===== src/logic/noc_pkg.sv =====
package noc_pkg;

  // one flit on every link; the header layout below assumes 32 bits
  typedef logic [31:0] noc_flit_t;

  // router ports per node
  localparam int NOC_PORTS = 5;

  // port index, shared by routers, mesh wiring and the testbench
  typedef enum logic [2:0] {
    EAST  = 3'd0,
    WEST  = 3'd1,
    NORTH = 3'd2,
    SOUTH = 3'd3,
    LOCAL = 3'd4
  } noc_port_e;

  // phase of the flit currently at the head of an input buffer
  typedef enum logic [1:0] {
    ST_HEADER,
    ST_LENGTH,
    ST_PAYLOAD
  } noc_in_state_e;

  // header flit fields
  // |31 ........ 16|15 .... 8|7 ..... 0|
  // |   unused     |  dest x |  dest y |
  localparam int NOC_ADDR_X_LSB = 8;
  localparam int NOC_ADDR_Y_LSB = 0;
  localparam int NOC_ADDR_W     = 8;

endpackage

===== src/logic/noc_router.sv =====
`timescale 1ns/1ps

module noc_router
  import noc_pkg::*;
#(
  parameter int BUFFER_DEPTH = 4,
  parameter int ROUTER_X     = 0,
  parameter int ROUTER_Y     = 0
) (
  input  logic                            clock_i,
  input  logic                            arst_n_i,
  input  logic      [NOC_PORTS-1:0]       rx_i,
  input  noc_flit_t [NOC_PORTS-1:0]       data_i,
  output logic      [NOC_PORTS-1:0]       credit_o,
  output logic      [NOC_PORTS-1:0]       tx_o,
  output noc_flit_t [NOC_PORTS-1:0]       data_o,
  input  logic      [NOC_PORTS-1:0]       credit_i
);

  logic      [NOC_PORTS-1:0] head_valid;
  logic      [NOC_PORTS-1:0] head_last;
  logic      [NOC_PORTS-1:0] in_pop;
  logic      [NOC_PORTS-1:0] out_pop;
  noc_flit_t [NOC_PORTS-1:0] head_data;
  noc_flit_t [NOC_PORTS-1:0] out_data;
  noc_port_e                 route [NOC_PORTS];
  logic      [NOC_PORTS-1:0] req   [NOC_PORTS];
  logic      [NOC_PORTS-1:0] grant [NOC_PORTS];

  for (genvar p = 0; p < NOC_PORTS; p++) begin : g_port
    noc_input_port #(
      .BUFFER_DEPTH(BUFFER_DEPTH),
      .ROUTER_X    (ROUTER_X),
      .ROUTER_Y    (ROUTER_Y)
    ) u_in (
      .clock_i     (clock_i),
      .arst_n_i    (arst_n_i),
      .rx_i        (rx_i[p]),
      .data_i      (data_i[p]),
      .credit_o    (credit_o[p]),
      .pop_i       (in_pop[p]),
      .head_valid_o(head_valid[p]),
      .head_data_o (head_data[p]),
      .route_o     (route[p]),
      .last_o      (head_last[p])
    );

    noc_output_arbiter #(
      .BUFFER_DEPTH(BUFFER_DEPTH)
    ) u_arb (
      .clock_i (clock_i),
      .arst_n_i(arst_n_i),
      .req_i   (req[p]),
      .last_i  (head_last),
      .grant_o (grant[p]),
      .pop_o   (out_pop[p]),
      .data_i  (out_data[p]),
      .tx_o    (tx_o[p]),
      .data_o  (data_o[p]),
      .credit_i(credit_i[p])
    );
  end

  // request matrix, req[out][in]
  always_comb begin
    for (int o = 0; o < NOC_PORTS; o++) begin
      for (int i = 0; i < NOC_PORTS; i++) begin
        req[o][i] = head_valid[i] && (route[i] == noc_port_e'(o));
      end
    end
  end

  // crossbar, grants are one-hot per output
  always_comb begin
    for (int o = 0; o < NOC_PORTS; o++) begin
      out_data[o] = '0;
      for (int i = 0; i < NOC_PORTS; i++) begin
        if (grant[o][i]) begin
          out_data[o] = head_data[i];
        end
      end
    end
  end

  // an input is popped by whichever output actually sent its head
  always_comb begin
    for (int i = 0; i < NOC_PORTS; i++) begin
      in_pop[i] = 1'b0;
      for (int o = 0; o < NOC_PORTS; o++) begin
        in_pop[i] = in_pop[i] | (grant[o][i] & out_pop[o]);
      end
    end
  end

endmodule


===== src/logic/noc_output_arbiter.sv =====
`timescale 1ns/1ps

module noc_output_arbiter
  import noc_pkg::*;
#(
  parameter int BUFFER_DEPTH = 4
) (
  input  logic                 clock_i,
  input  logic                 arst_n_i,
  input  logic [NOC_PORTS-1:0] req_i,
  input  logic [NOC_PORTS-1:0] last_i,
  output logic [NOC_PORTS-1:0] grant_o,
  output logic                 pop_o,
  input  noc_flit_t            data_i,
  output logic                 tx_o,
  output noc_flit_t            data_o,
  input  logic                 credit_i
);

  localparam int CNT_W = $clog2(BUFFER_DEPTH + 1);
  localparam int IDX_W = $clog2(NOC_PORTS);

  logic [CNT_W-1:0]     credit_cnt_q;
  logic                 locked_q;
  logic [NOC_PORTS-1:0] grant_q;
  logic [NOC_PORTS-1:0] grant_rr;
  logic [IDX_W-1:0]     rr_ptr_q;
  logic [IDX_W-1:0]     grant_idx;
  logic                 has_credit;

  // round robin, search starts just after the last winner
  always_comb begin
    int cand;
    grant_rr  = '0;
    grant_idx = rr_ptr_q;
    cand      = 0;
    // descending scan so the nearest requester is written last and wins
    for (int k = NOC_PORTS; k >= 1; k--) begin
      cand = (int'(rr_ptr_q) + k) % NOC_PORTS;
      if (req_i[cand]) begin
        grant_rr       = '0;
        grant_rr[cand] = 1'b1;
        grant_idx      = IDX_W'(cand);
      end
    end
  end

  // a packet keeps its link from header to last flit
  assign grant_o    = locked_q ? grant_q : grant_rr;
  assign has_credit = (credit_cnt_q != '0);
  assign pop_o      = has_credit && |(grant_o & req_i);

  always_ff @(posedge clock_i or negedge arst_n_i) begin
    if (!arst_n_i) begin
      locked_q <= 1'b0;
      grant_q  <= '0;
      rr_ptr_q <= '0;
    end else if (pop_o) begin
      grant_q  <= grant_o;
      locked_q <= !(|(grant_o & last_i));
      if (!locked_q) begin
        rr_ptr_q <= grant_idx;
      end
    end
  end

  // tokens for the downstream buffer
  always_ff @(posedge clock_i or negedge arst_n_i) begin
    if (!arst_n_i) begin
      credit_cnt_q <= CNT_W'(BUFFER_DEPTH);
    end else begin
      case ({pop_o, credit_i})
        2'b10:   credit_cnt_q <= credit_cnt_q - 1'b1;
        2'b01:   credit_cnt_q <= credit_cnt_q + 1'b1;
        default: credit_cnt_q <= credit_cnt_q;
      endcase
    end
  end

  // link register
  always_ff @(posedge clock_i or negedge arst_n_i) begin
    if (!arst_n_i) begin
      tx_o <= 1'b0;
    end else begin
      tx_o <= pop_o;
    end
  end

  always_ff @(posedge clock_i) begin
    if (pop_o) begin
      data_o <= data_i;
    end
  end

  // downstream only returns tokens for flits it was actually sent
  a_credit_bound: assert property (
    @(posedge clock_i) disable iff (!arst_n_i) credit_i |-> credit_cnt_q != CNT_W'(BUFFER_DEPTH)
  ) else $error("credit returned with no flit outstanding");

endmodule


===== src/logic/noc_input_port.sv =====
`timescale 1ns/1ps

module noc_input_port
  import noc_pkg::*;
#(
  parameter int BUFFER_DEPTH = 4,
  parameter int ROUTER_X     = 0,
  parameter int ROUTER_Y     = 0
) (
  input  logic      clock_i,
  input  logic      arst_n_i,
  input  logic      rx_i,
  input  noc_flit_t data_i,
  output logic      credit_o,
  input  logic      pop_i,
  output logic      head_valid_o,
  output noc_flit_t head_data_o,
  output noc_port_e route_o,
  output logic      last_o
);

  localparam int PTR_W = (BUFFER_DEPTH > 1) ? $clog2(BUFFER_DEPTH) : 1;
  localparam int CNT_W = $clog2(BUFFER_DEPTH + 1);
  // payload count field of the length flit, upper bits are ignored
  localparam int LEN_W = 16;

  noc_flit_t             fifo_mem [BUFFER_DEPTH];
  logic [PTR_W-1:0]      wr_ptr_q;
  logic [PTR_W-1:0]      rd_ptr_q;
  logic [CNT_W-1:0]      fill_q;
  logic                  fifo_full;
  noc_in_state_e         state_q;
  logic [LEN_W-1:0]      remain_q;
  logic [LEN_W-1:0]      head_len;
  logic [NOC_ADDR_W-1:0] dest_x;
  logic [NOC_ADDR_W-1:0] dest_y;
  noc_port_e             head_route;
  noc_port_e             route_q;

  function automatic logic [PTR_W-1:0] next_ptr(input logic [PTR_W-1:0] ptr);
    return (ptr == PTR_W'(BUFFER_DEPTH - 1)) ? '0 : ptr + 1'b1;
  endfunction

  // buffer storage
  always_ff @(posedge clock_i) begin
    if (rx_i) begin
      fifo_mem[wr_ptr_q] <= data_i;
    end
  end

  always_ff @(posedge clock_i or negedge arst_n_i) begin
    if (!arst_n_i) begin
      wr_ptr_q <= '0;
      rd_ptr_q <= '0;
      fill_q   <= '0;
    end else begin
      if (rx_i) begin
        wr_ptr_q <= next_ptr(wr_ptr_q);
      end
      if (pop_i) begin
        rd_ptr_q <= next_ptr(rd_ptr_q);
      end
      case ({rx_i, pop_i})
        2'b10:   fill_q <= fill_q + 1'b1;
        2'b01:   fill_q <= fill_q - 1'b1;
        default: fill_q <= fill_q;
      endcase
    end
  end

  assign fifo_full    = (fill_q == CNT_W'(BUFFER_DEPTH));
  assign head_valid_o = (fill_q != '0);
  assign head_data_o  = fifo_mem[rd_ptr_q];
  // one token back upstream for every flit leaving the buffer
  assign credit_o     = pop_i;

  // xy routing, x first
  assign dest_x   = head_data_o[NOC_ADDR_X_LSB +: NOC_ADDR_W];
  assign dest_y   = head_data_o[NOC_ADDR_Y_LSB +: NOC_ADDR_W];
  assign head_len = head_data_o[LEN_W-1:0];

  always_comb begin
    if (dest_x > NOC_ADDR_W'(ROUTER_X)) begin
      head_route = EAST;
    end else if (dest_x < NOC_ADDR_W'(ROUTER_X)) begin
      head_route = WEST;
    end else if (dest_y > NOC_ADDR_W'(ROUTER_Y)) begin
      head_route = NORTH;
    end else if (dest_y < NOC_ADDR_W'(ROUTER_Y)) begin
      head_route = SOUTH;
    end else begin
      head_route = LOCAL;
    end
  end

  // header decides directly, later flits follow the latched route
  assign route_o = (state_q == ST_HEADER) ? head_route : route_q;
  assign last_o  = ((state_q == ST_LENGTH) && (head_len == '0)) ||
                   ((state_q == ST_PAYLOAD) && (remain_q == LEN_W'(1)));

  // packet phase, advanced once per popped flit
  always_ff @(posedge clock_i or negedge arst_n_i) begin
    if (!arst_n_i) begin
      state_q  <= ST_HEADER;
      remain_q <= '0;
      route_q  <= LOCAL;
    end else if (pop_i) begin
      case (state_q)
        ST_HEADER: begin
          route_q <= head_route;
          state_q <= ST_LENGTH;
        end
        ST_LENGTH: begin
          remain_q <= head_len;
          state_q  <= (head_len == '0) ? ST_HEADER : ST_PAYLOAD;
        end
        default: begin
          remain_q <= remain_q - 1'b1;
          if (remain_q == LEN_W'(1)) begin
            state_q <= ST_HEADER;
          end
        end
      endcase
    end
  end

  // the upstream credit counter must keep writes out of a full buffer
  a_no_overflow: assert property (
    @(posedge clock_i) disable iff (!arst_n_i) rx_i |-> !fifo_full
  ) else $error("input port (%0d,%0d) written while full", ROUTER_X, ROUTER_Y);

endmodule


===== config.mk =====
export PLATFORM = sky130hd
export DESIGN_NAME = noc_router
export DESIGN_NICKNAME = d
export VERILOG_FILES = /design/src/logic/noc_pkg.sv /design/src/logic/noc_router.sv /design/src/logic/noc_output_arbiter.sv /design/src/logic/noc_input_port.sv
export SDC_FILE = /design/constraint.sdc
export NUM_CORES = 2
export LEC_CHECK = 0
export ABC_AREA = 1
export ABC_CLOCK_PERIOD_IN_PS = 14000
export BUFFER_PORTS_ARGS = -buffer_cell sky130_fd_sc_hd__clkbuf_2
export CAP_MARGIN = 0
export CORE_AREA = 2 2 450 340
export CTS_CLUSTER_SIZE = 14
export DETAILED_ROUTE_END_ITERATION = 12
export DIE_AREA = 0 0 452 342
export PLACE_DENSITY = 0.65
export SLEW_MARGIN = 5
export SYNTH_ARGS = -nofsm -noshare
export SYNTH_HDL_FRONTEND = slang
export SYNTH_HIERARCHICAL = 1
export SYNTH_SLANG_ARGS = --single-unit

===== constraint.sdc =====
create_clock -name clock_i -period 14 [get_ports clock_i]
set_input_delay 1.4 -clock clock_i [delete_from_list [all_inputs] [get_ports clock_i]]
set_output_delay 1.4 -clock clock_i [all_outputs]
set_load 0.01 [all_outputs]

==> results.py <==
metrics = {
    "sta": {
        "setup-tns-final_ps": 0,
        "slew_headroom_pct": 12.4,
        "min_period_ps": 9790,
        "finClkSkew_ps": 59.8,
        "setup_viol": 0,
        "tightest_slew_ps": 1300,
        "slew_viol_final": 0,
        "holdWs_ps": 465,
        "final-hold-violation-count": 0,
        "fmax_mhz": 102,
        "fin_ws_ps": 4210,
        "rsz0062_at_grt": "false",
        "min_period_over_period_pct": 69.9,
    },
    "yosys": {
        "synth_cells": 8044,
        "synth_seq_cells": 1005,
        "synthMuxAreaShare_pct": 0.0877,
        "synth_common_cells": "2717 x nand2_1, 800 x edfxtp_1, 677 x nand3_1",
        "synthAdderAreaFrac_pct": 4.15,
        "synth_top_cell_area_share_pct": 37.4,
        "synthXorXnorAreaFrac_pct": 0.706,
        "synth-simple-area-share_pct": 31.2,
        "yosys_warnings": 6,
        "synth-edff-count": 800,
        "ys.flop_type": "edfxtp_1",
        "synth_area_per_cell_sq_um": 7.98,
        "synth_area_leaders": "edfxtp_1 37%, nand2_1 16%, dfrtp_1 7.6%, nand3_1 5.3%, ha_1 3.8%",
        "synth_compound_area_share_pct": 10.1,
        "syn_nets": 8423,
        "yosysMostFrequentCell": "nand2_1",
        "synth_top_family_by_area": "simple AND/OR/NAND/NOR gates",
        "yosysTopAreaCell": "edfxtp_1",
        "yosysSeqAreaShare_pct": 45.4,
        "synth_cell_types": 76,
        "netlist_area_sq_um": 64200,
        "async_flop_share_pct": 20.4,
    },
    "die": {
        "dieArea_sq_um": 155000,
        "io-pin-count": 342,
        "fp.dieW_microns": 452,
        "start_util_pct": 42.5,
        "core-area_sq_um": 151000,
        "die_height_microns": 342,
        "rows": 124,
    },
    "pwr": {
        "p_int_mw": 7.28,
        "switching_share_pct": 49.5,
        "p_clk_share_pct": 19.1,
        "switching_power_mw": 7.12,
        "combPwrFrac_pct": 51.0,
        "power_density_nw_per_um2": 206,
        "peakVddDrop_v": 0.000137,
        "pwr-share-seq_pct": 29.9,
        "leakage_nw": 31.4,
    },
    "drt": {
        "drc": 0,
        "wl_per_cell_microns": 21.3,
        "num_vias": 57500,
        "drtIter0Drc": 7847,
        "drtPass1Iterations": 8,
        "postRouteAntennaNets": 0,
        "viasPerCell": 5.57,
        "routed_wl_microns": 220000,
    },
    "critical_path": {
        "cp.arrival_ps": 8390,
        "reg2reg_from": "g_port[3].u_in/rd_ptr_q[0]$_DFFE_PN0P_",
        "cpMostUsedCell": "nand2_1",
        "start_kind": "flop",
        "required_ps": 12600,
        "crit_start": "g_port[3].u_in/rd_ptr_q[0]$_DFFE_PN0P_",
        "crit_slowest_cell": "buf_4",
        "critical_path.max_stage_delay_ps": 710,
        "end_kind": "output port",
        "crit_family": "buffers and inverters",
        "crit_type": "flop to output port",
        "crit_fanout": 68,
        "cp_num_buf_inv": 11,
    },
    "cts": {
        "post-cts-setup-buffers": 0,
        "clockBufferDepth": 3,
        "cts_max_level": 3,
        "clkSlewWorstSetupHoldPaths_ps": 60,
        "cts_buffers": 104,
        "cts.root.buffer_cell": "clkbuf_16",
        "cts_hold_buffers": 0,
        "cts_tree": "yes",
        "cts-resized-gates": 0,
        "cts.sinks": 1005,
        "clkLatencyLatePin_ps": 760,
    },
    "global_routing": {
        "grt_usage_pct": 27.5,
        "grt_max_degree": 102,
        "antenna_found_initial": 18,
        "overflow": 0,
        "grt_pass1_wl_microns": 327000,
        "grt_pass1_vias": 52000,
    },
    "placement": {
        "gp_congestion": 0.979,
        "dp_hpwl_microns": 158000,
        "dp_cells": 10100,
        "dp_slack_ps": 5270,
        "place_area_sq_um": 66700,
        "io_buffers": 341,
    },
    "job": {
        "drv_cap": 0,
    },
    "final_layout": {
        "post-route-cell-area_sq_um": 70000,
        "area_growth_pct": 9.13,
        "drive_above_1_share_pct": 14.9,
        "num-nets-final": 8590,
        "instances_no_fill": 10300,
    },
    "min_path": {
        "hp-class": "flop to flop",
        "hp-start": "g_port[1].u_arb/grant_q[0]$_DFFE_PN0P_",
    },
    "status": {
        "run_status": "finished clean",
    },
}
[layer usage]
metal	vias up	routed length [microns]	track usage, %
met5	-	115	0
met4	14	9410	10.8
met3	460	22900	5.77
met2	2966	93600	40.9
met1	27200	94200	39.2
li1	26900	-	-
[final cells by class]
cell class	count	area, sq um
tap	2016	2520
clock inverter	60	601
antenna	6	15.0
inverter	773	2960
multi-input combinational	5916	29800
clock buffer	138	2770
timing repair buffer	411	2240
sequential	1005	29200
fill	14600	80900
[metrics by stage]
step	util, %	total power, mW
final	46.4	14.4
after floorplan	-	9.25
after detailed placement	44.2	11.5
after global routing	46.4	15.2
after CTS	46.4	14.2
after global placement	44.2	11.4
[worst paths after layout]
path / to / slack (ps) / depth (start not counted)
max: credit_o[0] / 4210 / 39
min: g_port[1].u_arb/grant_q[0]$_DFFE_PN0P_ / 470 / 2
max reg2reg: g_port[4].u_in/remain_q[14]$_DFFE_PN0P_ / 5010 / 44
min reg2reg: g_port[1].u_arb/grant_q[0]$_DFFE_PN0P_ / 470 / 2
max in group asynchronous: g_port[3].u_in/rd_ptr_q[0]$_DFFE_PN0P_ / 10960 / 3
min in group asynchronous: g_port[4].u_in/rd_ptr_q[0]$_DFFE_PN0P_ / 710 / 1
[cell usage in the layout (no fill, tap or decap), types with 35 or more instances in the layout]
master / count
nand2_1: 2717
edfxtp_1: 800
nand3_1: 677
inv_1: 622
nor2_1: 491
a21oi_1: 446
o21ai_0: 379
clkbuf_2: 340
nand2_2: 231
ha_1: 197
dfrtp_1: 190
inv_2: 126
clkbuf_16: 104
o22ai_1: 104
nand4_1: 99
buf_4: 70
o21ai_1: 62
nand3_2: 58
nor3_1: 55
nand2_4: 52
xor2_1: 38
o21ai_2: 35
[cells by family after synthesis]
group | after synthesis
XOR/XNOR | 50
multiplexers | 5
buffers and inverters | 1123
adder cells (fa/ha/maj) | 207
AO/OA/AOI/OAI | 1150
flip-flops | 1005
AND/OR/NAND/NOR | 4504
[flip-flops by register name (all words and copies together) (netlist names)]
| signal | count |
|---|---|
| g_port.u_arb/data_o | 160 |
| g_port.u_in/route_q | 15 |
| g_port.u_in/fill_q | 15 |
| g_port.u_in/remain_q | 80 |
| g_port.u_arb/tx_o | 5 |
| g_port.u_in/rd_ptr_q | 10 |
| g_port.u_arb/rr_ptr_q | 15 |
| g_port.u_arb/grant_q | 25 |
| g_port.u_in/fifo_mem | 640 |
| g_port.u_in/wr_ptr_q | 10 |
| g_port.u_in/state_q | 10 |
| g_port.u_arb/locked_q | 5 |
| g_port.u_arb/credit_cnt_q | 15 |
[worst min-delay path: cells and delay by family (launching register included)]
family,cells,cell delay [ps]
and+or+nand+nor,2,100
DFF,1,340
[power groups by stage]
stage	Sequential [mW]	Clock, mW	Combinational [mW]
2_1_floorplan	4.24	0	5.01
3_3_place_gp	4.34	0	7.03
3_5_place_dp	4.34	0	7.12
4_1_cts	4.29	2.80	7.15
5_1_grt	4.35	2.90	7.94
6_report	4.30	2.75	7.34
Note: power is estimated with default switching activity, not from simulation.
